<file path="src/design/uart_pkg.sv">
package uart_pkg;

  // Host command with write flag, register address and write data
  typedef logic [15:0] cmd_t;
  typedef logic [7:0]  byte_t;
  typedef logic [6:0]  addr_t;

  // Line timing in clock cycles
  localparam int unsigned BIT_CYCLES    = 16;
  localparam int unsigned HALF_BIT      = BIT_CYCLES / 2;
  localparam int unsigned FRAME_BITS    = 11;
  localparam int unsigned GAP_CYCLES    = 8;
  localparam int unsigned REPLY_TIMEOUT = 40 * BIT_CYCLES;

  // Counter widths
  typedef logic [$clog2(BIT_CYCLES)-1:0]     bit_cnt_t;
  typedef logic [$clog2(FRAME_BITS+1)-1:0]   bit_idx_t;
  typedef logic [$clog2(REPLY_TIMEOUT)-1:0]  wait_cnt_t;

  typedef enum logic [2:0] {
    IDLE,
    SEND_HDR,
    WAIT_HDR,
    GAP,
    SEND_DATA,
    WAIT_DATA,
    WAIT_REPLY,
    RESPOND
  } seq_state_t;

endpackage

</file>
<file path="src/design/tx_byte_if.sv">
interface tx_byte_if;

  uart_pkg::byte_t data;
  logic            start;
  logic            busy;
  logic            done;

  modport seq (
    output data,
    output start,
    input  busy,
    input  done
  );

  modport tx (
    input  data,
    input  start,
    output busy,
    output done
  );

endinterface

</file>
<file path="src/design/rx_byte_if.sv">
interface rx_byte_if;

  logic            enable;
  uart_pkg::byte_t data;
  logic            valid;
  logic            parity_err;

  modport seq (
    output enable,
    input  data,
    input  valid,
    input  parity_err
  );

  modport rx (
    input  enable,
    output data,
    output valid,
    output parity_err
  );

endinterface

</file>
<file path="src/design/uart_tx.sv">
module uart_tx (
  input  logic   clk,
  input  logic   rst_n,
  tx_byte_if.tx  link,
  output logic   line
);

  logic [uart_pkg::FRAME_BITS-1:0] frame_q;
  uart_pkg::bit_cnt_t              cnt;
  uart_pkg::bit_idx_t              idx;
  logic                            bit_end;

  assign bit_end = (cnt == uart_pkg::bit_cnt_t'(uart_pkg::BIT_CYCLES - 1));

  // Stop, odd parity, data LSB first, start
  always_ff @(posedge clk)
  begin
    if (link.start && !link.busy)
      frame_q <= {1'b1, ~^link.data, link.data, 1'b0};
    else if (link.busy && bit_end)
      frame_q <= {1'b1, frame_q[uart_pkg::FRAME_BITS-1:1]};
  end

  // The load cycle counts as a short lead-in before the start bit
  always_ff @(posedge clk or negedge rst_n)
  begin
    if (!rst_n)
    begin
      link.busy <= 1'b0;
      link.done <= 1'b0;
      cnt       <= '0;
      idx       <= '0;
      line      <= 1'b1;
    end
    else
    begin
      link.done <= 1'b0;
      if (!link.busy)
      begin
        if (link.start)
        begin
          link.busy <= 1'b1;
          cnt       <= uart_pkg::bit_cnt_t'(uart_pkg::BIT_CYCLES - 1);
          idx       <= '0;
        end
      end
      else if (!bit_end)
        cnt <= cnt + 1'b1;
      else
      begin
        cnt <= '0;
        if (idx == uart_pkg::bit_idx_t'(uart_pkg::FRAME_BITS))
        begin
          // End of stop bit
          link.busy <= 1'b0;
          link.done <= 1'b1;
          line      <= 1'b1;
        end
        else
        begin
          line <= frame_q[0];
          idx  <= idx + 1'b1;
        end
      end
    end
  end

  // Sequencer must wait for the frame to finish
  assert property (@(posedge clk) disable iff (!rst_n) link.start |-> !link.busy);

endmodule

</file>
<file path="src/design/uart_rx.sv">
module uart_rx (
  input  logic   clk,
  input  logic   rst_n,
  input  logic   line,
  rx_byte_if.rx  link
);

  logic               line_meta;
  logic               line_sync;
  logic               line_prev;
  logic               fall;
  logic               busy;
  logic               sample;
  logic               par_q;
  uart_pkg::byte_t    shift_q;
  uart_pkg::bit_cnt_t cnt;
  uart_pkg::bit_cnt_t sample_at;
  uart_pkg::bit_idx_t idx;

  always_ff @(posedge clk or negedge rst_n)
  begin
    if (!rst_n)
    begin
      line_meta <= 1'b1;
      line_sync <= 1'b1;
      line_prev <= 1'b1;
    end
    else
    begin
      line_meta <= line;
      line_sync <= line_meta;
      line_prev <= line_sync;
    end
  end

  assign fall = line_prev && !line_sync;

  // Half a bit into the start bit, then one full bit per sample
  assign sample_at = (idx == '0) ? uart_pkg::bit_cnt_t'(uart_pkg::HALF_BIT - 1)
                                 : uart_pkg::bit_cnt_t'(uart_pkg::BIT_CYCLES - 1);
  assign sample    = busy && (cnt == sample_at);

  always_ff @(posedge clk or negedge rst_n)
  begin
    if (!rst_n)
    begin
      busy            <= 1'b0;
      cnt             <= '0;
      idx             <= '0;
      link.valid      <= 1'b0;
      link.parity_err <= 1'b0;
    end
    else
    begin
      link.valid <= 1'b0;
      if (!busy)
      begin
        if (link.enable && fall)
        begin
          busy <= 1'b1;
          cnt  <= '0;
          idx  <= '0;
        end
      end
      else if (!sample)
        cnt <= cnt + 1'b1;
      else
      begin
        cnt <= '0;
        idx <= idx + 1'b1;
        // A glitch on the line sends the receiver back to hunting
        if (idx == '0 && line_sync)
          busy <= 1'b0;
        else if (idx == uart_pkg::bit_idx_t'(uart_pkg::FRAME_BITS - 1))
        begin
          busy            <= 1'b0;
          link.valid      <= 1'b1;
          link.parity_err <= ~(^{par_q, shift_q});
        end
      end
    end
  end

  always_ff @(posedge clk)
  begin
    if (sample && idx == uart_pkg::bit_idx_t'(uart_pkg::FRAME_BITS - 2))
      par_q <= line_sync;
    else if (sample && idx != '0 && idx < uart_pkg::bit_idx_t'(uart_pkg::FRAME_BITS - 2))
      shift_q <= {line_sync, shift_q[7:1]};
  end

  assign link.data = shift_q;

  assert property (@(posedge clk) disable iff (!rst_n) link.valid |=> !link.valid);

endmodule

</file>
<file path="src/design/uart_cmd_seq.sv">
module uart_cmd_seq (
  input  logic            clk,
  input  logic            rst_n,
  input  uart_pkg::cmd_t  cmd_in,
  input  logic            cmd_vld,
  output logic            cmd_rdy,
  tx_byte_if.seq          tx_link,
  rx_byte_if.seq          rx_link,
  output uart_pkg::byte_t read_data,
  output logic            read_rdy,
  output logic            read_parity_err,
  output logic            read_timeout
);

  uart_pkg::seq_state_t state;
  uart_pkg::cmd_t       cmd_q;
  uart_pkg::addr_t      cmd_addr;
  uart_pkg::wait_cnt_t  wait_cnt;
  logic                 accept;
  logic                 got_reply;
  logic                 timed_out;

  assign cmd_rdy   = (state == uart_pkg::IDLE);
  assign accept    = cmd_vld && cmd_rdy;
  assign got_reply = (state == uart_pkg::WAIT_REPLY) && rx_link.valid;
  assign timed_out = (state == uart_pkg::WAIT_REPLY) && !rx_link.valid && (wait_cnt == '0);
  assign cmd_addr  = cmd_q[14:8];

  assign tx_link.start = (state == uart_pkg::SEND_HDR) || (state == uart_pkg::SEND_DATA);
  assign tx_link.data  = (state == uart_pkg::SEND_DATA) ? cmd_q[7:0] : {cmd_q[15], cmd_addr};
  assign rx_link.enable = (state == uart_pkg::WAIT_REPLY);
  assign read_rdy       = (state == uart_pkg::RESPOND);

  always_ff @(posedge clk or negedge rst_n)
  begin
    if (!rst_n)
    begin
      state           <= uart_pkg::IDLE;
      wait_cnt        <= '0;
      read_parity_err <= 1'b0;
      read_timeout    <= 1'b0;
    end
    else
    begin
      case (state)
        uart_pkg::IDLE:
          if (cmd_vld)
            state <= uart_pkg::SEND_HDR;
        uart_pkg::SEND_HDR:
          state <= uart_pkg::WAIT_HDR;
        uart_pkg::WAIT_HDR:
          if (tx_link.done)
          begin
            if (cmd_q[15])
            begin
              // Two state steps plus two cycles of transmitter latency
              state    <= uart_pkg::GAP;
              wait_cnt <= uart_pkg::wait_cnt_t'(uart_pkg::GAP_CYCLES - 4);
            end
            else
            begin
              state    <= uart_pkg::WAIT_REPLY;
              wait_cnt <= uart_pkg::wait_cnt_t'(uart_pkg::REPLY_TIMEOUT - 1);
            end
          end
        uart_pkg::GAP:
          if (wait_cnt == '0)
            state <= uart_pkg::SEND_DATA;
          else
            wait_cnt <= wait_cnt - 1'b1;
        uart_pkg::SEND_DATA:
          state <= uart_pkg::WAIT_DATA;
        uart_pkg::WAIT_DATA:
          if (tx_link.done)
            state <= uart_pkg::IDLE;
        uart_pkg::WAIT_REPLY:
          if (got_reply || timed_out)
          begin
            state           <= uart_pkg::RESPOND;
            read_parity_err <= got_reply && rx_link.parity_err;
            read_timeout    <= timed_out;
          end
          else
            wait_cnt <= wait_cnt - 1'b1;
        default:
          state <= uart_pkg::IDLE;
      endcase
    end
  end

  always_ff @(posedge clk)
  begin
    if (accept)
      cmd_q <= cmd_in;
    if (got_reply)
      read_data <= rx_link.data;
    else if (timed_out)
      read_data <= '0;
  end

  // Host sees ready only once the transmitter is quiet
  assert property (@(posedge clk) disable iff (!rst_n) cmd_rdy |-> !tx_link.busy);

  // Every finished frame is awaited
  assert property (@(posedge clk) disable iff (!rst_n)
    tx_link.done |-> (state == uart_pkg::WAIT_HDR || state == uart_pkg::WAIT_DATA));

endmodule

</file>
<file path="src/design/uart_cmd_bridge.sv">
module uart_cmd_bridge (
  input  logic            clk,
  input  logic            rst_n,
  input  uart_pkg::cmd_t  cmd_in,
  input  logic            cmd_vld,
  output logic            cmd_rdy,
  input  logic            rx,
  output logic            tx,
  output uart_pkg::byte_t read_data,
  output logic            read_rdy,
  output logic            read_parity_err,
  output logic            read_timeout
);

  tx_byte_if tx_link ();
  rx_byte_if rx_link ();

  uart_cmd_seq u_seq (
    .clk             (clk),
    .rst_n           (rst_n),
    .cmd_in          (cmd_in),
    .cmd_vld         (cmd_vld),
    .cmd_rdy         (cmd_rdy),
    .tx_link         (tx_link.seq),
    .rx_link         (rx_link.seq),
    .read_data       (read_data),
    .read_rdy        (read_rdy),
    .read_parity_err (read_parity_err),
    .read_timeout    (read_timeout)
  );

  // Outgoing frames
  uart_tx u_tx (
    .clk   (clk),
    .rst_n (rst_n),
    .link  (tx_link.tx),
    .line  (tx)
  );

  // Reply frames
  uart_rx u_rx (
    .clk   (clk),
    .rst_n (rst_n),
    .line  (rx),
    .link  (rx_link.rx)
  );

endmodule

</file>
<file path="config.mk">
export PLATFORM = sky130hd
export DESIGN_NAME = uart_cmd_bridge
export DESIGN_NICKNAME = d
export VERILOG_FILES = /design/src/design/uart_pkg.sv /design/src/design/tx_byte_if.sv /design/src/design/rx_byte_if.sv /design/src/design/uart_tx.sv /design/src/design/uart_rx.sv /design/src/design/uart_cmd_seq.sv /design/src/design/uart_cmd_bridge.sv
export SDC_FILE = /design/constraint.sdc
export NUM_CORES = 1
export LEC_CHECK = 0
export BUFFER_PORTS_ARGS = -buffer_cell sky130_fd_sc_hd__buf_2
export CAP_MARGIN = 25
export CELL_PAD_IN_SITES_DETAIL_PLACEMENT = 0
export CELL_PAD_IN_SITES_GLOBAL_PLACEMENT = 1
export CORE_MARGIN = 3
export CORE_UTILIZATION = 50
export DETAILED_ROUTE_END_ITERATION = 8
export PLACE_DENSITY_LB_ADDON = 0.2
export SLEW_MARGIN = 15
export SYNTH_ARGS = -nofsm -noshare
export SYNTH_HDL_FRONTEND = slang
export SYNTH_SLANG_ARGS = --single-unit
</file>
<file path="constraint.sdc">
create_clock -name clk -period 3.3 [get_ports clk]
set_input_delay 0.165 -clock clk [delete_from_list [all_inputs] [get_ports clk]]
set_output_delay 0.165 -clock clk [all_outputs]
set_load 0.05 [all_outputs]
</file>
==> results.md <==
* 3.32 ns — required time reported for the critical path endpoint
* 31 — FP Rows
* false — unrepaired setup endpoints after global routing
* 6 — Register-to-Register Path Depth
* inv_1 > ha_1 > nor3b_1 > xnor2_1 > nor2_1 > o21a_1 — crit path cell chain
* 0.1810 — GRT Total Usage
* 3939 um2 — synthesized area
* 9 — number of clock buffers inserted by TritonCTS
* 94.76 um — die width
* 117 — Initial DRC Count
* 0 — antenna violations before repair
* 364 — Net Count, Synth
* 0.6921 ns — slew at the pin with the worst max-slew slack
* done — clock tree from TritonCTS
* 7.304 mm — wire length reported by the detailed router
* 0.8313 — Final GP Congestion
* 83 — total of flip-flops plus latches after synthesis
* 0 — number of post-CTS setup repair buffers
* 0.43 ns — CP max stage delay
* 55 — distinct cell type count of the synthesized netlist
* 1.03 ns — worst reg-to-reg setup slack
* 1521 um2 — multi-input gate area in the final layout
* met4 — top sig layer
* 0.003239 W — total power after layout
* u_rx.idx[0]$_DFFE_PN0P_ — beginning of the critical path
* 457 — placed cell count
* 5.295 — via-per-instance ratio
* 2,605 — number of vias in the routed layout
* 0.35 ns — clk_lat worst skew
* 2.269 ns — Final min period
* register to register — type of the setup path with the least slack
* u_rx.idx[0]$_DFFE_PN0P_ — Critical R2R Launch
* 8 — biggest fanout along the worst timing path
* 0 — count of nets left with antenna violations after detail routing
* 0 — DRC viols
* 83 — Clock Sinks
* 8979 um2 — floorplan die area
* 0 — antenna fix cells
* 14.85 um — Avg WL per Cell
* input pin to asynchronous set/reset pin — Hold WC Path Type
* 705.8 nW/um2 — Power Dens Cells
* 33 — I/O pin cnt
* sky130_fd_sc_hd__clkbuf_8 — Root Buffer
* u_rx.link.data[7]$_DFFE_PP_ — capturing point of the worst reg2reg path
* 7447 um2 — core footprint
* 417 — layout net count
* 0.007238 ns — Clock Skew
* 3.498 mm — routed metal-1 wirelength
* 1 — number of buffer and inverter stages on the critical path
* 0 ns — final sum of negative setup slack
* u_rx.link.data[7]$_DFFE_PP_ — timing endpoint of the critical path
* 0 — fin. max-slew vios
* 0.4088 mV — maximum vdd drop
* 246 um — met3 routed WL
* simple AND/OR/NAND/NOR gates — crit-path leading delay family
* 16.52% — Area Overhead vs Synth
* 2287 um2 — register area
* 0.6875 — post-route fraction of the period consumed by the critical path
* 4589 um2 — post-route cell area
* 0 — final-report hold violation count
* 41 — pin count of the biggest net entering global routing
* 3 — H-tree levels
* sky130_fd_sc_hd__dfrtp_1 — library cell contributing the largest single delay on the critical path
* 4153 um2 — post-detailed-placement cell area
* 2.29 ns — Arr. time, crit path
* 622 — Fillers
* 0.5386 — Max transition margin
* 5 — DRT Pass-1 Iters
* sky130_fd_sc_hd__edfxtp_1 — prevailing post-synth register cell
* 0 — global route total overflow
* 5.096 mm — estimated wirelength of the detail-placed design
* 11.76 um2 — synthesized area per cell
* 0.4819 — Post-synth ARST share
* 1.866 nW — leakage component of the power
* 2 — Max Buffers Root-to-Sink
* 3.459 mm — routed length on met2
* register — kind of start point of the critical path
* 12.34 mm — global-route wire length before repair
* 0 — final number of setup-violating endpoints
* 492 — Cell Count, Final, Fillers Out
* 0.1628 — share of layout cells above drive strength 1
* 0 — Max-cap violations
* 335 — synthesized instance count
* 94.76 um — Die H
* 32 — number of I/O port buffers
* 440.8 MHz — maximum operating frequency
* 42 — EDFF count, synth
* 0.5807 — portion of the post-synthesis area used by sequential elements
* 0.5289 — effective utilization at floorplan
* 0.08 ns — CTS clk-pin slew, worst paths
* 0 — number of warnings printed during yosys synthesis
* register — category of the worst setup path capture point
* 6 — logic depth of the worst setup path including buffers
* complete, no violations — status
* 2,577 — via count of the first global-routing pass
==> timing repair <==
item	4_1_cts	5_1_grt
hold buffers	18	0
hold endpoints to repair	53	0
resized for setup	0	0
==> sequential cells by signal, indices dropped and copies added, names as in the netlist <==
name	flops
u_seq.cmd_q	16
u_rx.link.parity_err	1
u_rx.line_sync	1
u_tx.frame_q	10
u_tx.link.busy	1
u_seq.state	3
u_rx.cnt	4
u_seq.read_parity_err	1
u_rx.line_prev	1
u_tx.cnt	4
u_seq.wait_cnt	10
u_rx.par_q	1
u_rx.link.data	8
u_tx.line	1
u_tx.idx	4
u_tx.link.done	1
u_seq.read_timeout	1
u_rx.line_meta	1
u_seq.read_data	8
u_rx.idx	4
u_rx.link.valid	1
u_rx.busy	1
==> layer usage <==
layer,track usage,vias to the layer above
li1,-,1311
met1,0.2410,1249
met2,0.2848,35
met3,0.05737,10
met4,0.05409,0
met5,0,-
==> kinds of logic (layout without fill, tap and decap cells) <==
family,Yosys count,after routing,share of synthesized area
AO/OA/AOI/OAI,72,72,0.1150
XOR/XNOR,30,30,0.06671
adder cells (fa/ha/maj),9,9,0.02859
buffers and inverters,23,81,0.03303
flip-flops,83,83,0.5807
multiplexers,11,11,0.02859
AND/OR/NAND/NOR,107,107,0.1474
==> how the worst min path moves through the flow <==
stage | startpoint | endpoint | slack, ns
2_1_floorplan | rst_n | u_rx.busy$_DFF_PN0_ | -0.13
3_3_place_gp | rx | u_rx.line_meta$_DFF_PN1_ | 0.27
3_5_place_dp | rx | u_rx.line_meta$_DFF_PN1_ | 0.27
4_1_cts | u_rx.line_meta$_DFF_PN1_ | u_rx.line_sync$_DFF_PN1_ | 0.36
5_1_grt | rst_n | u_tx.idx[3]$_DFFE_PN0P_ | 0.19
6_report | rst_n | u_tx.idx[1]$_DFFE_PN0P_ | 0.19
==> placed cells by master, fill, tap and decap left out, drive strengths merged, types with 7 or more instances in the layout <==
master / Yosys / layout
and3: 10 / 10
nor3: 7 / 7
mux2i: 9 / 9
nand3: 8 / 8
buf: 5 / 35
xnor2: 24 / 24
dlygate4sd3: 0 / 18
o21ai: 31 / 31
a22o: 7 / 7
nor2: 23 / 23
edfxtp: 42 / 42
dfrtp: 36 / 36
inv: 12 / 12
nand2: 28 / 28
a21oi: 12 / 12
clkbuf: 6 / 12
ha: 9 / 9
==> Yosys cell counts, types with 3 or more instances <==
cell,number,area (um2)
sky130_fd_sc_hd__a21oi_1,12,60.06
sky130_fd_sc_hd__a22o_1,7,61.31
sky130_fd_sc_hd__a31oi_1,3,18.77
sky130_fd_sc_hd__and2_1,3,18.77
sky130_fd_sc_hd__and3_1,9,56.30
sky130_fd_sc_hd__and3b_1,3,26.28
sky130_fd_sc_hd__clkbuf_1,4,15.01
sky130_fd_sc_hd__dfrtp_1,36,900.9
sky130_fd_sc_hd__dfstp_2,4,105.1
sky130_fd_sc_hd__edfxtp_1,42,1261
sky130_fd_sc_hd__ha_1,9,112.6
sky130_fd_sc_hd__inv_1,12,45.04
sky130_fd_sc_hd__mux2i_1,9,90.09
sky130_fd_sc_hd__nand2_1,28,105.1
sky130_fd_sc_hd__nand2b_1,4,25.02
sky130_fd_sc_hd__nand3_1,8,40.04
sky130_fd_sc_hd__nor2_1,22,82.58
sky130_fd_sc_hd__nor2b_1,4,25.02
sky130_fd_sc_hd__nor3_1,7,35.03
sky130_fd_sc_hd__nor3b_1,4,30.03
sky130_fd_sc_hd__o21ai_0,31,155.2
sky130_fd_sc_hd__o31ai_1,4,30.03
sky130_fd_sc_hd__xnor2_1,24,210.2
sky130_fd_sc_hd__xor2_1,6,52.55
==> per-stage QoR <==
stage          hold WS (ns)    util  setup slack (ns)
2_1_floorplan       -0.1306       -            0.5138
3_3_place_gp         0.2715  0.5576             1.121
3_5_place_dp         0.2741  0.5576             1.044
4_1_cts              0.3634  0.6136             1.033
5_1_grt              0.1949  0.6163            0.8296
6_report             0.1852  0.6163             1.031
==> where the power goes <==
group          internal [W]  leakage [nW]  switching (W)
Clock              0.000491         0.121       0.000345
Sequential          0.00130         0.908       0.000237
Combinational      0.000382         0.836       0.000486
==> worst register-to-register path: stages, from the launching register on <==
cell and delay [ns]:
sky130_fd_sc_hd__dfrtp_1 0.43, sky130_fd_sc_hd__inv_1 0.10, sky130_fd_sc_hd__ha_1 0.19, sky130_fd_sc_hd__nor3b_1 0.31
sky130_fd_sc_hd__xnor2_1 0.17, sky130_fd_sc_hd__nor2_1 0.35, sky130_fd_sc_hd__o21a_1 0.39
==> layout make-up <==
type                            instances  share of cell area
Clock buffer                           12             0.03626
Clock inverter                          4             0.01527
Inverter                               12            0.009815
Multi-Input combinational cell        229              0.3315
Sequential cell                        83              0.4984
Tap cell                               99             0.02699
Timing Repair Buffer                   53             0.08179
Power figures use the tool's default switching activity.
